**config.mk**
```make
export PLATFORM = sky130hd
export DESIGN_NAME = alu_core
export DESIGN_NICKNAME = d
export VERILOG_FILES = /design/src/alu_data_pkg.sv /design/src/alu_op_pkg.sv /design/src/alu_issue.sv /design/src/alu_arith.sv /design/src/alu_logic_bit.sv /design/src/alu_retire.sv /design/src/alu_core.sv
export SDC_FILE = /design/constraint.sdc
export NUM_CORES = 1
export LEC_CHECK = 0
export BUFFER_PORTS_ARGS = -buffer_cell sky130_fd_sc_hd__buf_2
export CAP_MARGIN = 20
export CORE_AREA = 2 2 133 135
export DETAILED_ROUTE_END_ITERATION = 8
export DIE_AREA = 0 0 135 137
export PLACE_DENSITY_LB_ADDON = 0.3
export SYNTH_ARGS = -nofsm -noshare
export SYNTH_HDL_FRONTEND = slang
export SYNTH_SLANG_ARGS = --single-unit
export TNS_END_PERCENT = 50
```
**constraint.sdc**
```tcl
create_clock -name clk -period 5.55 [get_ports clk]
set_input_delay 0.8325 -clock clk [delete_from_list [all_inputs] [get_ports clk]]
set_output_delay 0.8325 -clock clk [all_outputs]
set_load 0.005 [all_outputs]
```
**src/alu_data_pkg.sv**
```systemverilog
`default_nettype none

package alu_data_pkg;

    // ----------------------------------------
    // Operand widths
    // ----------------------------------------

    // Full word of the 8086 data path.
    localparam int word_w = 16;

    // Half-carry is taken at the nibble boundary.
    localparam int nibble_w = 4;

    // One operand or result word.
    typedef logic [word_w-1:0] word_t;

    // Low byte lane, used in byte mode.
    typedef logic [word_w/2-1:0] byte_t;

    // Bit number for the single-bit operations.
    typedef logic [3:0] bit_index_t;

    // ----------------------------------------
    // Flag vector
    // ----------------------------------------

    // Six status flags, one bit each.
    typedef logic [5:0] flag_vec_t;

    // Bit positions inside flag_vec_t.
    localparam int flag_cy = 0;
    localparam int flag_ac = 1;
    localparam int flag_v  = 2;
    localparam int flag_p  = 3;
    localparam int flag_s  = 4;
    localparam int flag_z  = 5;

endpackage

`default_nettype wire

```
**src/alu_op_pkg.sv**
```systemverilog
`default_nettype none

package alu_op_pkg;

    // Operation codes; values above op_not1 are invalid.
    typedef enum logic [4:0] {
        op_add   = 5'd0,
        op_addc  = 5'd1,
        op_inc   = 5'd2,
        op_sub   = 5'd3,
        op_subc  = 5'd4,
        op_cmp   = 5'd5,
        op_dec   = 5'd6,
        op_neg   = 5'd7,
        op_and   = 5'd8,
        op_or    = 5'd9,
        op_xor   = 5'd10,
        op_not   = 5'd11,
        op_set1  = 5'd12,
        op_clr1  = 5'd13,
        op_test1 = 5'd14,
        op_not1  = 5'd15
    } alu_op_e;

    // Which unit supplies the retired result.
    typedef enum logic {
        unit_arith = 1'b0,
        unit_logic = 1'b1
    } unit_sel_e;

    // One bit per flag, set where the operation writes that flag.
    typedef logic [5:0] flag_mask_t;

endpackage

`default_nettype wire

```
**src/alu_issue.sv**
```systemverilog
`timescale 1ns/1ps
`default_nettype none

module alu_issue (
    input  wire logic                    clk,
    input  wire logic                    reset,
    input  wire logic                    ce,
    input  wire logic                    execute,
    input  wire alu_op_pkg::alu_op_e     operation,
    input  wire alu_data_pkg::word_t     ta,
    input  wire alu_data_pkg::word_t     tb,
    input  wire logic                    wide,
    input  wire alu_data_pkg::flag_vec_t flags_in,
    output logic                         s1_valid,
    output alu_op_pkg::alu_op_e          s1_op,
    output alu_data_pkg::word_t          s1_a,
    output alu_data_pkg::word_t          s1_b_eff,
    output logic                         s1_wide,
    output alu_data_pkg::flag_vec_t      s1_flags,
    output alu_op_pkg::unit_sel_e        s1_unit,
    output alu_op_pkg::flag_mask_t       s1_mask
);
    import alu_data_pkg::*;
    import alu_op_pkg::*;

    // Single-flag masks.
    localparam flag_mask_t m_cy = flag_mask_t'(1) << flag_cy;
    localparam flag_mask_t m_ac = flag_mask_t'(1) << flag_ac;
    localparam flag_mask_t m_v  = flag_mask_t'(1) << flag_v;
    localparam flag_mask_t m_z  = flag_mask_t'(1) << flag_z;
    // P, S and Z together.
    localparam flag_mask_t m_psz = m_z | (flag_mask_t'(1) << flag_p) | (flag_mask_t'(1) << flag_s);
    localparam flag_mask_t m_all = m_psz | m_cy | m_ac | m_v;

    logic       op_ok;
    unit_sel_e  unit;
    flag_mask_t mask;
    word_t      b_eff;

    // ----------------------------------------
    // Decode
    // ----------------------------------------
    always_comb begin
        op_ok = 1'b1;
        unit  = unit_arith;
        mask  = m_all;
        b_eff = tb;
        case (operation)
            op_add, op_sub, op_cmp, op_neg: ;
            // Carry-in folded into the second operand.
            op_addc, op_subc: b_eff = tb + word_t'(flags_in[flag_cy]);
            // inc and dec keep the incoming CY.
            op_inc, op_dec: begin
                b_eff = word_t'(1);
                mask  = m_all & ~m_cy;
            end
            op_and, op_or, op_xor: unit = unit_logic;
            op_test1: begin
                unit = unit_logic;
                mask = m_cy | m_v | m_z;
            end
            // No flags written.
            op_not, op_set1, op_clr1, op_not1: begin
                unit = unit_logic;
                mask = '0;
            end
            default: op_ok = 1'b0;
        endcase
    end

    // ----------------------------------------
    // Stage one registers
    // ----------------------------------------
    always_ff @(posedge clk) begin
        if (reset) begin
            s1_valid <= 1'b0;
        end else if (ce) begin
            s1_valid <= execute & op_ok;
        end
    end

    // Payload is only loaded when an operation is accepted.
    always_ff @(posedge clk) begin
        if (ce && execute) begin
            s1_op    <= operation;
            s1_a     <= ta;
            s1_b_eff <= b_eff;
            s1_wide  <= wide;
            s1_flags <= flags_in;
            s1_unit  <= unit;
            s1_mask  <= mask;
        end
    end

endmodule

`default_nettype wire

```
**src/alu_arith.sv**
```systemverilog
`timescale 1ns/1ps
`default_nettype none

module alu_arith (
    input  wire alu_op_pkg::alu_op_e  s1_op,
    input  wire alu_data_pkg::word_t  s1_a,
    input  wire alu_data_pkg::word_t  s1_b_eff,
    input  wire logic                 s1_wide,
    output alu_data_pkg::word_t       arith_result,
    output alu_data_pkg::flag_vec_t   arith_flags
);
    import alu_data_pkg::*;
    import alu_op_pkg::*;

    localparam int byte_w = $bits(byte_t);

    logic              is_sub;
    word_t             op_x;
    word_t             op_y;
    logic [word_w:0]   raw;
    logic              carry_out;
    logic              half_carry;
    logic              x_sign;
    logic              y_sign;
    logic              r_sign;
    logic              ovf;

    // ----------------------------------------
    // Operand steering
    // ----------------------------------------
    always_comb begin
        is_sub = s1_op inside {op_sub, op_subc, op_cmp, op_dec, op_neg};
        // Negate runs as 0 - ta.
        if (s1_op == op_neg) begin
            op_x = '0;
            op_y = s1_a;
        end else begin
            op_x = s1_a;
            op_y = s1_b_eff;
        end
    end

    // 17-bit sum or difference.
    assign raw = is_sub ? {1'b0, op_x} - {1'b0, op_y}
                        : {1'b0, op_x} + {1'b0, op_y};

    assign arith_result = raw[word_w-1:0];

    // ----------------------------------------
    // Flags
    // ----------------------------------------

    // Carry into bit k is x[k] ^ y[k] ^ raw[k], for add and subtract alike.
    // In byte mode that gives the carry or borrow out of bit 7.
    assign carry_out = s1_wide ? raw[word_w]
                               : op_x[byte_w] ^ op_y[byte_w] ^ raw[byte_w];

    // Carry or borrow out of bit 3.
    assign half_carry = op_x[nibble_w] ^ op_y[nibble_w] ^ raw[nibble_w];

    // Sign bits at the selected width.
    assign x_sign = s1_wide ? op_x[word_w-1] : op_x[byte_w-1];
    assign y_sign = s1_wide ? op_y[word_w-1] : op_y[byte_w-1];
    assign r_sign = s1_wide ? raw[word_w-1]  : raw[byte_w-1];

    // Signed overflow.
    // For neg this is set only for 8000h or 80h.
    assign ovf = is_sub ? (x_sign ^ y_sign) & (x_sign ^ r_sign)
                        : (x_sign ^ r_sign) & (y_sign ^ r_sign);

    always_comb begin
        arith_flags          = '0;
        arith_flags[flag_cy] = carry_out;
        arith_flags[flag_ac] = half_carry;
        arith_flags[flag_v]  = ovf;
    end

endmodule

`default_nettype wire

```
**src/alu_logic_bit.sv**
```systemverilog
`timescale 1ns/1ps
`default_nettype none

module alu_logic_bit (
    input  wire alu_op_pkg::alu_op_e  s1_op,
    input  wire alu_data_pkg::word_t  s1_a,
    input  wire alu_data_pkg::word_t  s1_b_eff,
    input  wire logic                 s1_wide,
    output alu_data_pkg::word_t       logic_result,
    output alu_data_pkg::flag_vec_t   logic_flags
);
    import alu_data_pkg::*;
    import alu_op_pkg::*;

    bit_index_t bit_idx;
    word_t      bit_mask;

    // Bit index wraps to three bits in byte mode.
    assign bit_idx  = s1_wide ? s1_b_eff[3:0] : {1'b0, s1_b_eff[2:0]};
    assign bit_mask = word_t'(1) << bit_idx;

    // ----------------------------------------
    // Result
    // ----------------------------------------
    always_comb begin
        case (s1_op)
            op_and:   logic_result = s1_a & s1_b_eff;
            op_or:    logic_result = s1_a | s1_b_eff;
            op_xor:   logic_result = s1_a ^ s1_b_eff;
            op_not:   logic_result = ~s1_a;
            op_set1:  logic_result = s1_a | bit_mask;
            op_clr1:  logic_result = s1_a & ~bit_mask;
            // Only the tested bit survives, so Z shows its state.
            op_test1: logic_result = s1_a & bit_mask;
            op_not1:  logic_result = s1_a ^ bit_mask;
            default:  logic_result = s1_a;
        endcase
    end

    // CY, AC and V are cleared wherever this unit writes them.
    // P, S and Z come from retire.
    assign logic_flags = '0;

endmodule

`default_nettype wire

```
**src/alu_retire.sv**
```systemverilog
`timescale 1ns/1ps
`default_nettype none

module alu_retire (
    input  wire logic                    clk,
    input  wire logic                    reset,
    input  wire logic                    ce,
    input  wire logic                    s1_valid,
    input  wire alu_op_pkg::alu_op_e     s1_op,
    input  wire logic                    s1_wide,
    input  wire alu_data_pkg::flag_vec_t s1_flags,
    input  wire alu_op_pkg::unit_sel_e   s1_unit,
    input  wire alu_op_pkg::flag_mask_t  s1_mask,
    input  wire alu_data_pkg::word_t     arith_result,
    input  wire alu_data_pkg::flag_vec_t arith_flags,
    input  wire alu_data_pkg::word_t     logic_result,
    input  wire alu_data_pkg::flag_vec_t logic_flags,
    output alu_data_pkg::word_t          result,
    output alu_data_pkg::flag_vec_t      flags,
    output logic                         done
);
    import alu_data_pkg::*;
    import alu_op_pkg::*;

    word_t     unit_res;
    word_t     res_ext;
    byte_t     low_byte;
    flag_vec_t calc;
    flag_vec_t merged;

    // ----------------------------------------
    // Result select and flag merge
    // ----------------------------------------
    always_comb begin
        unit_res = (s1_unit == unit_logic) ? logic_result : arith_result;
        low_byte = unit_res[$bits(byte_t)-1:0];
        // Byte mode result is zero-extended.
        res_ext  = s1_wide ? unit_res : word_t'(low_byte);

        calc         = (s1_unit == unit_logic) ? logic_flags : arith_flags;
        // Parity is the XOR of the low byte only.
        calc[flag_p] = ^low_byte;
        calc[flag_s] = s1_wide ? unit_res[word_w-1] : low_byte[$bits(byte_t)-1];
        calc[flag_z] = (res_ext == '0);

        // Unwritten flags pass through.
        merged = (calc & s1_mask) | (s1_flags & ~s1_mask);
    end

    // ----------------------------------------
    // Output registers
    // ----------------------------------------
    always_ff @(posedge clk) begin
        if (reset) begin
            done <= 1'b0;
        end else if (ce) begin
            done <= s1_valid;
        end
    end

    always_ff @(posedge clk) begin
        if (ce && s1_valid) begin
            flags <= merged;
            // cmp leaves the previous result in place.
            if (s1_op != op_cmp) begin
                result <= res_ext;
            end
        end
    end

endmodule

`default_nettype wire

```
**src/alu_core.sv**
```systemverilog
`timescale 1ns/1ps
`default_nettype none

module alu_core (
    input  wire logic                    clk,
    input  wire logic                    reset,
    input  wire logic                    ce,
    input  wire logic                    execute,
    input  wire alu_op_pkg::alu_op_e     operation,
    input  wire alu_data_pkg::word_t     ta,
    input  wire alu_data_pkg::word_t     tb,
    input  wire logic                    wide,
    input  wire alu_data_pkg::flag_vec_t flags_in,
    output alu_data_pkg::word_t          result,
    output alu_data_pkg::flag_vec_t      flags,
    output logic                         done,
    output logic                         busy
);
    import alu_data_pkg::*;
    import alu_op_pkg::*;

    // Stage one.
    logic       s1_valid;
    logic       s1_wide;
    alu_op_e    s1_op;
    word_t      s1_a;
    word_t      s1_b_eff;
    flag_vec_t  s1_flags;
    unit_sel_e  s1_unit;
    flag_mask_t s1_mask;

    // Unit outputs.
    word_t      arith_result;
    flag_vec_t  arith_flags;
    word_t      logic_result;
    flag_vec_t  logic_flags;

    // ----------------------------------------
    // Pipeline
    // ----------------------------------------
    alu_issue issue_i (
        .clk      (clk),
        .reset    (reset),
        .ce       (ce),
        .execute  (execute),
        .operation(operation),
        .ta       (ta),
        .tb       (tb),
        .wide     (wide),
        .flags_in (flags_in),
        .s1_valid (s1_valid),
        .s1_op    (s1_op),
        .s1_a     (s1_a),
        .s1_b_eff (s1_b_eff),
        .s1_wide  (s1_wide),
        .s1_flags (s1_flags),
        .s1_unit  (s1_unit),
        .s1_mask  (s1_mask)
    );

    alu_arith arith_i (
        .s1_op       (s1_op),
        .s1_a        (s1_a),
        .s1_b_eff    (s1_b_eff),
        .s1_wide     (s1_wide),
        .arith_result(arith_result),
        .arith_flags (arith_flags)
    );

    alu_logic_bit logic_i (
        .s1_op       (s1_op),
        .s1_a        (s1_a),
        .s1_b_eff    (s1_b_eff),
        .s1_wide     (s1_wide),
        .logic_result(logic_result),
        .logic_flags (logic_flags)
    );

    alu_retire retire_i (
        .clk         (clk),
        .reset       (reset),
        .ce          (ce),
        .s1_valid    (s1_valid),
        .s1_op       (s1_op),
        .s1_wide     (s1_wide),
        .s1_flags    (s1_flags),
        .s1_unit     (s1_unit),
        .s1_mask     (s1_mask),
        .arith_result(arith_result),
        .arith_flags (arith_flags),
        .logic_result(logic_result),
        .logic_flags (logic_flags),
        .result      (result),
        .flags       (flags),
        .done        (done)
    );

    // done doubles as the stage two valid bit.
    assign busy = execute | s1_valid | done;

endmodule

`default_nettype wire

```
### Word level (Yosys, flattened, before mapping)

Index checks and enable logic that the tools add are counted.

* $add $sub $neg: 3
* equality and inequality tests: 29
* shift operators: 1
* multiplexer cells: 18
* bitwise logic cells: 25
* reduce and logical (&&, ||, !) cells: 12

Operators with widths (count)
* $pmux W16 S8: 1
* $eq A5 B4 Y1 const B: 16
* $mux W16: 4
* $and A16 B16 Y16: 3
* $eq A5 B3 Y1 const B: 8
* $not A16 Y16: 2
* $or A16 B16 Y16: 2
* $pmux W16 S2: 1
* $xor A16 B16 Y16: 2
* $pmux W6 S3: 1
* $add A16 B16 Y17: 1
* $mux W17: 1
* $sub A16 B16 Y17: 1
* $add A16 B1 Y16: 1
* $logic_not A16 Y1: 1
* $reduce_or A16 Y1: 1
* $shl A1 B4 Y16 const A: 1
* $eq A5 B2 Y1 const B: 3
* $and A6 B6 Y6: 2
* $mux W1: 8
* $reduce_or A8 Y1: 1
* $reduce_xor A8 Y1: 1
* $xor A1 B1 Y1: 7
* $not A6 Y6: 1
* other kinds (13): 18

* register bits after elaboration: 75
* input port bits: 48
* word-level logic and storage cells: 99

### Longest topological paths before layout

Gate-level depths: netlist of the first run.

* word-level depth: 11
* gate-level depth with buffers: 21
* mapped depth without buffers: 18

### Modules after synthesis

From an unflattened synthesis of the first run, not the netlist that was laid out.

* cells, all modules: 719
* area, all modules: 6680.2 sq um

By module, submodules not included
* alu_issue: instances 1, cells an instance 141, area an instance 2089.5 sq um
* alu_logic_bit: instances 1, cells an instance 265, area an instance 1818.0 sq um
* alu_arith: instances 1, cells an instance 218, area an instance 1584.0 sq um
* alu_retire: instances 1, cells an instance 94, area an instance 1182.4 sq um
* alu_core: instances 1, cells an instance 1, area an instance 6.3 sq um

### Worst setup path before layout of the first run

Ideal clock, no wire load.

* kind: register -> register
* start point: register issue_i.s1_op[4]
* end point: register retire_i.flags[5], data pin
* setup time: 0.180 ns
* arrival time: 4.292 ns
* required time: 5.370 ns
* slack: 1.078 ns
* stages on the path, launching flop included: 21
* period minus slack after synthesis: 4.472 ns
* cell sequence: edfxtp_1 -> buf_6 -> and3b_1 -> and2_1 -> buf_1 -> nand2_1 -> a21oi_1 -> xnor2_1 -> inv_1 -> ha_1 -> nor2b_1 -> o2111a_1 -> nor3_1 -> o21ai_0 -> xor2_1 -> mux2i_1 -> ha_1 -> nand3_1 -> or4_1 -> or4_1 -> o41ai_2

* cells in the longest elaborated chain, start to end: 9
* elaborated cells on any way between the ends: 25

RTL lines
* start, declared: RTL line alu_issue.sv:15 `output alu_op_pkg::alu_op_e s1_op,`
* start signal, assigned: RTL line alu_issue.sv:85 `s1_op <= operation;`
* $eq A5 B3 Y1: RTL line alu_arith.sv:32, alu_arith.sv:34
* $mux W16: RTL line alu_arith.sv:34 `if (s1_op == op_neg) begin`
* $add A16 B16 Y17 / $sub A16 B16 Y17 (equally long branches): RTL line alu_arith.sv:45, alu_arith.sv:44
* $mux W17: RTL line alu_arith.sv:44 `assign raw = is_sub ? {1'b0, op_x} - {1'b0, op_y}`
* $mux W16 (*): RTL line alu_retire.sv:35 `unit_res = (s1_unit == unit_logic) ? logic_result : arith_result;`
* $mux W16 (*): RTL line alu_retire.sv:38 `res_ext = s1_wide ? unit_res : word_t'(low_byte);`
* $logic_not A16 Y1 (*): RTL line alu_retire.sv:44 `calc[flag_z] = (res_ext == '0);`
* $and A6 B6 Y6 (*): RTL line alu_retire.sv:47 `merged = (calc & s1_mask) | (s1_flags & ~s1_mask);`
* $or A6 B6 Y6 (*): RTL line alu_retire.sv:47
* via retire_i.merged[5]: RTL line alu_retire.sv:29 `flag_vec_t merged;`
* end signal, assigned: RTL line alu_retire.sv:63 `flags <= merged;`
* end, declared: RTL line alu_retire.sv:19 `output alu_data_pkg::flag_vec_t flags,`

The timed path passes the listed nets; every way through them passes the cells marked *.
A chain may end at the register's enable or synchronous reset.

### Worst setup path after layout of the first run

* start point: register issue_i.s1_op[4]
* end point: register retire_i.flags[5], data pin

* cells in the longest elaborated chain, start to end: 9
* elaborated cells on any way between the ends: 25

RTL lines
* $eq A5 B3 Y1: RTL line alu_arith.sv:32, alu_arith.sv:34
* $mux W16: RTL line alu_arith.sv:34
* $add A16 B16 Y17 / $sub A16 B16 Y17 (equally long branches): RTL line alu_arith.sv:45, alu_arith.sv:44
* $mux W17: RTL line alu_arith.sv:44
* $mux W16 (*): RTL line alu_retire.sv:35
* $mux W16 (*): RTL line alu_retire.sv:38
* via retire_i.res_ext[9]: RTL line alu_retire.sv:26 `word_t res_ext;`
* $logic_not A16 Y1 (*): RTL line alu_retire.sv:44
* $and A6 B6 Y6 (*): RTL line alu_retire.sv:47
* $or A6 B6 Y6 (*): RTL line alu_retire.sv:47
* via retire_i.merged[5]: RTL line alu_retire.sv:29

Marked as above.

==> results of run 1 <==
[metrics by stage]
| step | hold slack, ns | cells |
|---|---|---|
| after global routing | 0.510 | 1005 |
| after global placement | 0.470 | 988 |
| after detailed placement | 0.469 | 988 |
| after floorplan | 0.448 | 711 |
| final | 0.480 | 1005 |
| after CTS | 0.481 | 1004 |
[cell usage in the layout, fill, tap and decap left out, drive strengths merged, types with 6 or more instances in the layout]
cell	netlist	layout
ha	22	22
nand2	72	72
a211oi	9	9
o211ai	12	12
clkbuf	25	10
a221oi	13	13
nor2	73	73
nor4	6	6
and2	16	16
o21ai	60	60
or3	7	7
xor2	18	18
nand2b	9	9
mux2i	21	21
a21oi	52	52
edfxtp	70	70
mux2	6	6
nand3	30	30
buf	14	92
inv	20	21
nor2b	11	11
o31ai	6	6
and3	10	10
xnor2	25	25
nor3	16	16
nand4	7	7
[layer usage]
layer  wire length, microns  share of wire  vias up
li1                       -              -     2783
met1                   8130           0.47     2564
met3                   1200          0.069       22
met5                      0              0        -
met2                   7780           0.45      215
met4                    299          0.017        0
[kinds of logic after synthesis]
kind of cell,Yosys count,synth area share
muxes,27,0.0457
and+or+nand+nor,280,0.226
buffers and inverters,60,0.0428
xor gates and xnor gates,43,0.0619
AOI/OAI and AO/OA,206,0.223
adders and majority gates,23,0.0485
DFF,72,0.352
[layout make-up]
cell class | count | area [sq um]
multi-input combinational | 579 | 3680
inverter | 21 | 78.8
timing repair buffer | 92 | 526
clock inverter | 6 | 67.6
sequential | 72 | 2140
tap | 225 | 282
clock buffer | 10 | 229
fill | 1743 | 10000
[registers in the layout, summed over array words and instances (netlist names)]
signal / count
issue_i.s1_a: 16
issue_i.s1_b_eff: 16
issue_i.s1_flags: 6
issue_i.s1_mask: 3
issue_i.s1_op: 5
issue_i.s1_unit: 1
issue_i.s1_valid: 1
issue_i.s1_wide: 1
retire_i.done: 1
retire_i.flags: 6
retire_i.result: 16
[how the worst max path moves through the flow]
stage,cells after the start,endpoint
finish,16,retire_i.flags[5]$_DFFE_PP_
detailed placement,16,retire_i.flags[5]$_DFFE_PP_
global placement,16,retire_i.flags[5]$_DFFE_PP_
global route,16,retire_i.flags[5]$_DFFE_PP_
floorplan,20,retire_i.flags[5]$_DFFE_PP_
CTS,16,retire_i.flags[5]$_DFFE_PP_
[report_power, final]
part / switching [mW] / internal (mW) / total, mW
Combinational: 0.321 / 0.234 / 0.555
Clock: 0.231 / 0.349 / 0.580
Sequential: 0.0361 / 0.638 / 0.674
[critical path, cell delays in order (launching register included)]
cell	delay [ns]
edfxtp_1	0.52
and3b_1	0.31
and2_1	0.48
mux2_2	0.45
nor2_1	0.16
nor2_1	0.07
xor2_1	0.14
ha_1	0.35
a21oi_1	0.16
nand2_1	0.10
nor4b_1	0.47
nor2_1	0.15
xor2_1	0.17
o211a_2	0.25
or4_1	0.49
or4_1	0.43
o41ai_2	0.20
==> qor.csv, run 1 <==
stage,metric,value,unit
detailed_routing,first_pass_iters,5,
flow_run,drv_cap,0,
timing,setup_tns,0,ns
detailed_routing,vias,5584,
timing,fin_crit_sh,0.913,
clock_tree,cts_root_buffer,clkbuf_16,
setup_path,r2r_start,issue_i.s1_op[4]$_DFFE_PP_,
yosys,synth_seq_area_share,0.352,
setup_path,cp.arrival,5.23,ns
grt,antenna_found_initial,0,
timing,clock-skew-final,0.00499,ns
grt,grt_max_degree,49,
grt,grt_overflow,0,
placement,place_congestion,0.954,
setup_path,cp-startpoint,issue_i.s1_op[4]$_DFFE_PP_,
grt,grt-busiest-layer,met2,
timing,relSlewSlack,0.386,
grt,track_usage,0.198,
yosys,synth_area_leaders,"edfxtp_1 (35%), o21ai_0 (4.6%), ha_1 (4.5%), nor2_1 (4.5%), nand2_1 (4.4%)",
worst_hold_path,min_from,issue_i.s1_valid$_SDFFE_PP0P_,
finish,drive_gt1_frac,0.162,
floorplanning,coreArea,0.0171,sq mm
yosys,synth-seq-cells,72,
timing,worst_slack,0.484,ns
detailed_routing,routedWlPerCell,17.3,microns
detailed_routing,ant_nets,0,
clock_tree,cts-resized-gates,0,
finish,antennaDiodeCount,0,
setup_path,start_kind,flip-flop,
detailed_routing,drc,0,
grt,grt_pass1_vias,5198,
grt,grtUsageMet2,0.304,
setup_path,worstPathRequired,5.72,ns
yosys,ys_warn_count,0,
status,status,finished clean,
floorplanning,io_pins,72,
yosys,synth_common_cells,"nor2_1 (73), nand2_1 (71), edfxtp_1 (70)",
placement,dp_hpwl,13400,microns
pwr,power.leakage,2.71,nW
finish,post-route-util,0.411,
placement,placed_area,0.00669,sq mm
clock_tree,clock-sinks,72,
timing,report.final.hold_viol_count,0,
pwr,total_power,1.81,mW
yosys,synth_flop_cell,edfxtp_1,
finish,finalInstanceArea,0.00701,sq mm
floorplanning,fp.dieH,137,microns
timing,setup_viol,0,
timing,fmax,197,MHz
pwr,power_density,258,mW/mm^2
worst_hold_path,hold_end,issue_i.s1_valid$_SDFFE_PP0P_,
detailed_routing,vias_per_cell,5.56,
clock_tree,cts_setup_buffers,0,
grt,met1_usage,0.278,
timing,rsz0062_at_grt,no,
setup_path,r2r_cells,16,
grt,grt_pass1_wl,28100,microns
floorplanning,floorplan.initialDensity,0.357,
clock_tree,path_clk_slew,0.06,ns
finish,fin_nets,846,
clock_tree,cts_hold_buffers,0,
setup_path,worstSetupPathType,reg -> reg,
worst_hold_path,hold_path.class,reg -> reg,
yosys,yosys.area.top_type,edfxtp_1,
floorplanning,die_w,135,microns
yosys,syn-cell-area,0.00608,sq mm
setup_path,r2r_end,retire_i.flags[5]$_DFFE_PP_,
yosys,synth.avg_cell_area,8.56,sq um
clock_tree,clkLatencyLatePin,0.35,ns
yosys,syn_nets,782,
floorplanning,rows,48,
pwr,ir_drop,0.150,mV
placement,place_ws,0.576,ns
placement,numPortBuffers,71,
detailed_routing,drtIter0Drc,452,
setup_path,cp-end-kind,flip-flop,
setup_path,r2r_slack,0.48,ns
clock_tree,cts_tree,done,
yosys,synth_cells,711,
setup_path,worstPathMaxFanout,12,
worst_hold_path,holdPathStages,2,
timing,worst_pin_slew,0.898,ns
yosys,yosysTopAreaCellShare,0.346,
yosys,synth_edf_count,70,
clock_tree,cts_made_buffers,9,
timing,drv_slew,0,
clock_tree,cts.htree.levels,3,
detailed_routing,totalWireLength,17400,microns
timing,finalCriticalPeriod,5.07,ns
yosys,synth_most_common_cell,nor2_1,
clock_tree,cts_buffer_depth,2,
yosys,synthArstFlopShare,0,
yosys,ys_types,72,
floorplanning,dieArea,0.0185,sq mm
grt,grt_use_met3,0.0307,
finish,area_growth,15.2,%
Power figures use the tool's default switching activity.
==> run 2, diff against run 1 <==
- BUFFER_PORTS_ARGS: -buffer_cell sky130_fd_sc_hd__buf_2 -> not set
- DONT_BUFFER_PORTS: not set -> 1
- SLEW_MARGIN: not set -> 25
- TNS_END_PERCENT: 50 -> not set
==> run 2 against run 1 <==
Against the previous run:
- core utilization fell by 2.3 points
- highest routed layer unchanged
- cell count is 7.5% lower
- critical path depth unchanged
- global-route usage grew 0.56 points
- sequential cell count did not move
- worst setup slack better by 0.098 ns
- sequential power is 0.6% higher
- clock power is 2% lower
- critical path type unchanged
- via count down 2.5%
- worst hold slack better by 0.0035 ns
- die area unchanged
==> qor.csv, run 2 (synthesis results as in run 1) <==
stage,metric,value,unit,change
timing,setup_viol,0,,unchanged
pwr,power.leakage,2.40,nW,was 2.71 nW
floorplanning,io_pins,72,,unchanged
setup_path,start_kind,flip-flop,,unchanged
finish,antennaDiodeCount,0,,unchanged
pwr,total_power,1.78,mW,was 1.81 mW
grt,grt_pass1_wl,28800,microns,was 28100 microns
setup_path,cp.arrival,5.13,ns,was 5.23 ns
clock_tree,cts_setup_buffers,0,,unchanged
timing,report.final.hold_viol_count,0,,unchanged
placement,numPortBuffers,0,,was 71
floorplanning,floorplan.initialDensity,0.357,,unchanged
floorplanning,coreArea,0.0171,sq mm,unchanged
clock_tree,cts_hold_buffers,0,,unchanged
timing,worst_pin_slew,0.925,ns,was 0.898 ns
placement,dp_hpwl,14000,microns,was 13400 microns
clock_tree,cts_made_buffers,9,,unchanged
grt,grt_overflow,0,,unchanged
setup_path,worstSetupPathType,reg -> reg,,unchanged
clock_tree,cts_buffer_depth,2,,unchanged
detailed_routing,vias_per_cell,5.86,,was 5.56
clock_tree,clkLatencyLatePin,0.34,ns,was 0.35 ns
detailed_routing,first_pass_iters,5,,unchanged
grt,antenna_found_initial,0,,unchanged
timing,rsz0062_at_grt,no,,unchanged
setup_path,cp_slowest_cell,edfxtp_1,,unchanged
timing,clock-skew-final,0.00804,ns,was 0.00499 ns
grt,grt_pass1_vias,5265,,was 5198
finish,multi_input_area,0.00369,sq mm,was 0.00368 sq mm
timing,relSlewSlack,0.383,,was 0.386
clock_tree,cts_tree,done,,unchanged
timing,fmax,201,MHz,was 197 MHz
setup_path,cp-end-kind,flip-flop,,unchanged
setup_path,cp_common_cell,nor2_1,,unchanged
setup_path,worstPathCellList,nor2b_1 -> and2_1 -> mux2_2 -> nor2_1 -> nor2_1 -> xor2_1 -> ha_1 -> a21oi_1 -> nand2_1 -> nor4b_1 -> nor2_1 -> xor2_1 -> o211a_2 -> or4_1 -> or4_1 -> o41ai_2,,was and3b_1 -> and2_1 -> mux2_2 -> nor2_1 -> nor2_1 -> xor2_1 -> ha_1 -> a21oi_1 -> nand2_1 -> nor4b_1 -> nor2_1 -> xor2_1 -> o211a_2 -> or4_1 -> or4_1 -> o41ai_2
floorplanning,dieArea,0.0185,sq mm,unchanged
flow_run,drv_cap,0,,unchanged
finish,drive_gt1_frac,0.0723,,was 0.162
clock_tree,cts-resized-gates,0,,unchanged
setup_path,max_stage_delay,0.55,ns,was 0.52 ns
detailed_routing,ant_nets,0,,unchanged
finish,fin_nets,771,,was 846
finish,largestRegisters,"issue_i.s1_a: 16 flops, issue_i.s1_b_eff: 16 flops, retire_i.result: 16 flops",,unchanged
detailed_routing,vias,5446,,was 5584
clock_tree,path_clk_slew,0.06,ns,about the same
status,status,finished clean,,unchanged
finish,seq_area,0.00214,sq mm,unchanged
setup_path,worstPathRequired,5.71,ns,was 5.72 ns
finish,post-route-util,0.387,,was 0.411
timing,fin_crit_sh,0.895,,was 0.913
detailed_routing,totalWireLength,18300,microns,was 17400 microns
grt,grt_max_degree,49,,unchanged
floorplanning,die_w,135,microns,unchanged
worst_hold_path,hold_path.class,reg -> reg,,unchanged
timing,drv_slew,0,,unchanged
timing,finalCriticalPeriod,4.97,ns,was 5.07 ns
placement,place_congestion,0.968,,was 0.954
finish,fillCellCount,1733,,was 1743
floorplanning,fp.dieH,137,microns,unchanged
clock_tree,cts_root_buffer,clkbuf_16,,unchanged
grt,track_usage,0.204,,was 0.198
finish,final_cell_mix,"nor2_1 (73), nand2_1 (71), edfxtp_1 (70), o21ai_0 (56), a21oi_1 (50)",,"was nor2_1 (73), nand2_1 (71), buf_2 (71), edfxtp_1 (70), o21ai_0 (56)"
timing,setup_tns,0,ns,unchanged
pwr,ir_drop,0.151,mV,was 0.150 mV
detailed_routing,routedWlPerCell,19.6,microns,was 17.3 microns
clock_tree,cts.htree.levels,3,,unchanged
pwr,power_density,269,mW/mm^2,was 258 mW/mm^2
floorplanning,rows,48,,unchanged
setup_path,worstPathMaxFanout,12,,unchanged
finish,final_common_cell,nor2_1,,unchanged
detailed_routing,drtIter0Drc,579,,was 452
detailed_routing,drc,0,,unchanged
clock_tree,clock-sinks,72,,unchanged
finish,area_growth,8.64,%,was 15.2%
-- run 2: layer usage --
layer,up-vias,part of all wire,global-route usage
met5,-,0,0
met3,28,0.071,0.0393
met1,2551,0.45,0.265
met2,227,0.46,0.331
met4,0,0.021,0.0862
li1,2640,-,-
-- run 2: final timing paths --
path                                      start                       endpoint  slack [ns]  cells past startpoint
hold / removal    issue_i.s1_valid$_SDFFE_PP0P_  issue_i.s1_valid$_SDFFE_PP0P_        0.48                      2
hold reg to reg   issue_i.s1_valid$_SDFFE_PP0P_  issue_i.s1_valid$_SDFFE_PP0P_        0.48                      2
setup reg to reg     issue_i.s1_op[2]$_DFFE_PP_    retire_i.flags[5]$_DFFE_PP_        0.58                     16
setup / recovery     issue_i.s1_op[2]$_DFFE_PP_    retire_i.flags[5]$_DFFE_PP_        0.58                     16
-- run 2: power breakdown --
group / internal (mW) / switching (mW) / total [mW]
Clock: 0.348 / 0.220 / 0.567
Sequential: 0.639 / 0.0396 / 0.678
Combinational: 0.218 / 0.315 / 0.534
Total: 1.20 / 0.574 / 1.78
-- run 2: per-stage QoR --
stage / std cells / area, sq um / worst slack, ns / hold WS (ns)
final: 930 / 6610 / 0.582 / 0.484
after CTS: 930 / 6610 / 0.603 / 0.483
after detailed placement: 914 / 6320 / 0.622 / 0.473
after global routing: 930 / 6610 / 0.156 / 0.532
after global placement: 914 / 6320 / 0.740 / 0.456
after floorplan: 711 / 6080 / 1.08 / 0.448
-- run 2: critical path, delay by kind of cell (launching register included) --
family	cells	cell delay, ns
compound gates	3	0.63
xor+xnor	2	0.30
fa+ha+maj	1	0.36
flops	1	0.55
mux	1	0.45
simple gates	9	2.50
-- run 2: cell type report --
type	count	area share
well taps	225	0.0426
repair buffers	17	0.0193
inverters	21	0.0119
flip-flops and latches	72	0.324
clock buffers	11	0.0352
multi-input cells	579	0.558
clock inverters	5	0.00890
==> run 3, diff against run 2 <==
- CORE_AREA: 2 2 133 135 -> 2 2 140 142
- DIE_AREA: 0 0 135 137 -> 0 0 142 144
- SYNTH_HIERARCHICAL: not set -> 1
==> run 3 against run 2 <==
Against the previous run:
- wire length down 0.91%
- die area is 11% higher
- worst hold slack about the same
- power increased by 4.4%
- sequential power increased by 2%
- clock power up 3%
- worst setup slack improved by 0.45 ns
- critical path depth is 1 higher
- cell count grew 0.54%
- first-iteration DRC count down 8.3%
- fmax grew 10%
- non-clock buffer count is 5 lower
- critical path type unchanged
- largest power group unchanged
==> qor.csv, run 3 <==
stage,metric,value,unit,change
pwr,total_power,1.86,mW,was 1.78 mW
status,status,finished clean,,unchanged
floorplanning,dieArea,0.0204,sq mm,was 0.0185 sq mm
clock_tree,cts_buffer_depth,2,,unchanged
timing,setup_viol,0,,unchanged
detailed_routing,routedWlPerCell,19.4,microns,was 19.6 microns
timing,setup_tns,0,ns,unchanged
pwr,power_density,263,mW/mm^2,was 269 mW/mm^2
finish,antennaDiodeCount,0,,unchanged
placement,post-place-cells,919,,was 914
timing,clock-skew-final,0.00975,ns,was 0.00804 ns
yosys,synth_cells,712,,was 711
floorplanning,die_w,142,microns,was 135 microns
grt,antenna_found_initial,0,,unchanged
finish,drive_gt1_frac,0.110,,was 0.0723
setup_path,r2r_slack,1.03,ns,was 0.58 ns
pwr,ir_drop,0.125,mV,was 0.151 mV
grt,grt_overflow,0,,unchanged
setup_path,cp.arrival,4.68,ns,was 5.13 ns
timing,relSlewSlack,0.469,,was 0.383
floorplanning,floorplan.initialDensity,0.348,,was 0.357
timing,fmax,221,MHz,was 201 MHz
setup_path,start_kind,flip-flop,,unchanged
placement,dp_hpwl,13500,microns,was 14000 microns
grt,grt_pass1_wl,28800,microns,unchanged
floorplanning,fp.dieH,144,microns,was 137 microns
floorplanning,rows,51,,was 48
clock_tree,cts-resized-gates,0,,unchanged
grt,grt_pass1_vias,5230,,was 5265
finish,area_growth,6.38,%,was 8.64%
yosys,ys_warn_count,6,,was 0
setup_path,r2r_start,issue_i/s1_op[1]$_DFFE_PP_,,was issue_i.s1_op[2]$_DFFE_PP_
worst_hold_path,holdPathStages,2,,unchanged
timing,whs,0.483,ns,was 0.484 ns
grt,grt_max_degree,49,,unchanged
detailed_routing,vias,5444,,was 5446
yosys,syn-cell-area,0.00663,sq mm,was 0.00608 sq mm
clock_tree,cts_tree,done,,unchanged
clock_tree,cts_root_buffer,clkbuf_16,,unchanged
clock_tree,cts_made_buffers,9,,unchanged
finish,fillCellCount,1921,,was 1733
yosys,synth.avg_cell_area,9.31,sq um,was 8.56 sq um
grt,track_usage,0.183,,was 0.204
setup_path,r2r_cells,17,,was 16
setup_path,worstSetupPathType,reg -> reg,,unchanged
placement,place_congestion,0.908,,was 0.968
detailed_routing,first_pass_iters,8,,was 5
timing,rsz0062_at_grt,no,,unchanged
clock_tree,clock-sinks,72,,unchanged
detailed_routing,drc,0,,unchanged
setup_path,r2r_end,retire_i/flags[5]$_DFFE_PP_,,was retire_i.flags[5]$_DFFE_PP_
setup_path,cp-end-kind,flip-flop,,unchanged
clock_tree,cts_hold_buffers,0,,unchanged
floorplanning,io_pins,72,,unchanged
timing,drv_slew,0,,unchanged
placement,placed_area,0.00675,sq mm,was 0.00632 sq mm
setup_path,worstPathMaxFanout,35,,was 12
worst_hold_path,hold_path.class,reg -> reg,,unchanged
timing,report.final.hold_viol_count,0,,unchanged
detailed_routing,totalWireLength,18100,microns,was 18300 microns
finish,final_common_cell,edfxtp_1,,was nor2_1
finish,finalInstanceArea,0.00705,sq mm,was 0.00661 sq mm
detailed_routing,drtIter0Drc,531,,was 579
finish,fin_nets,763,,was 771
finish,final_cell_mix,"edfxtp_1 (70), mux2i_1 (56), nor2_1 (53), nand2_1 (47), a21oi_1 (41)",,"was nor2_1 (73), nand2_1 (71), edfxtp_1 (70), o21ai_0 (56), a21oi_1 (50)"
placement,numPortBuffers,0,,unchanged
clock_tree,clkLatencyLatePin,0.35,ns,was 0.34 ns
detailed_routing,vias_per_cell,5.82,,was 5.86
timing,fin_crit_sh,0.814,,was 0.895
finish,stdcell_count,935,,was 930
flow_run,drv_cap,0,,unchanged
setup_path,endpoint,retire_i/flags[5]$_DFFE_PP_,,was retire_i.flags[5]$_DFFE_PP_
finish,largestRegisters,"issue_i/s1_a: 16 flops, issue_i/s1_b_eff: 16 flops, retire_i/result: 16 flops",,"was issue_i.s1_a: 16 flops, issue_i.s1_b_eff: 16 flops, retire_i.result: 16 flops"
timing,finalCriticalPeriod,4.52,ns,was 4.97 ns
detailed_routing,ant_nets,0,,unchanged
floorplanning,coreArea,0.0191,sq mm,was 0.0171 sq mm
setup_path,cp-startpoint,issue_i/s1_op[1]$_DFFE_PP_,,was issue_i.s1_op[2]$_DFFE_PP_
pwr,power.leakage,2.64,nW,was 2.40 nW
clock_tree,cts.htree.levels,3,,unchanged
clock_tree,cts_setup_buffers,0,,unchanged
setup_path,worstPathRequired,5.71,ns,about the same
timing,worst_pin_slew,0.796,ns,was 0.925 ns
clock_tree,path_clk_slew,0.06,ns,about the same
-- run 3: routing by layer --
metal / GRT usage / share of wire
met2: 0.274 / 0.43
met3: 0.0503 / 0.077
met5: 0 / 0
met4: 0.0611 / 0.020
met1: 0.254 / 0.47
-- run 3: where the power goes --
group          internal (mW)  switching, mW  leakage (nW)  total, mW
sequential             0.640         0.0515         0.667      0.692
combinational          0.248          0.335          1.83      0.582
clock                  0.350          0.232         0.143      0.582
-- run 3: through the flow --
step                 util  worst slack (ns)
floorplan               -              1.44
global placement    0.354              1.12
detailed placement  0.354              1.11
CTS                 0.369              1.09
global route        0.370             0.753
finish              0.370              1.03
-- run 3: worst min path at each step --
| stage | start | to |
|---|---|---|
| 5_1_grt | retire_i/done$_SDFFE_PP0P_ | retire_i/done$_SDFFE_PP0P_ |
| 3_5_place_dp | issue_i/s1_valid$_SDFFE_PP0P_ | issue_i/s1_valid$_SDFFE_PP0P_ |
| 4_1_cts | issue_i/s1_valid$_SDFFE_PP0P_ | issue_i/s1_valid$_SDFFE_PP0P_ |
| 2_1_floorplan | issue_i/s1_valid$_SDFFE_PP0P_ | issue_i/s1_valid$_SDFFE_PP0P_ |
| 6_report | issue_i/s1_valid$_SDFFE_PP0P_ | issue_i/s1_valid$_SDFFE_PP0P_ |
| 3_3_place_gp | issue_i/s1_valid$_SDFFE_PP0P_ | issue_i/s1_valid$_SDFFE_PP0P_ |
-- run 3: final cells by class --
| class | instances | area [sq um] | share of cell area |
|---|---|---|---|
| Clock buffer | 10 | 229 | 0.0325 |
| Clock inverter | 6 | 68.8 | 0.00976 |
| Inverter | 22 | 82.6 | 0.0117 |
| Multi-Input combinational cell | 575 | 4140 | 0.587 |
| Sequential cell | 72 | 2140 | 0.304 |
| Tap cell | 238 | 298 | 0.0422 |
| Timing Repair Buffer | 12 | 90.1 | 0.0128 |
-- run 3: worst max-delay path, cell delays in order, from the launching register on --
cell and delay, ns:
edfxtp_1 0.39, buf_4 0.41, nand4_4 0.26, buf_4 0.32, o21ai_0 0.28, nor2_1 0.08
xor2_1 0.17, ha_1 0.33, o21ai_0 0.31, nand2_1 0.11, a31o_2 0.27, a31oi_1 0.33
o21bai_1 0.10, a21oi_1 0.18, xnor2_1 0.08, mux2i_1 0.20, o2111ai_1 0.15, o41ai_2 0.33
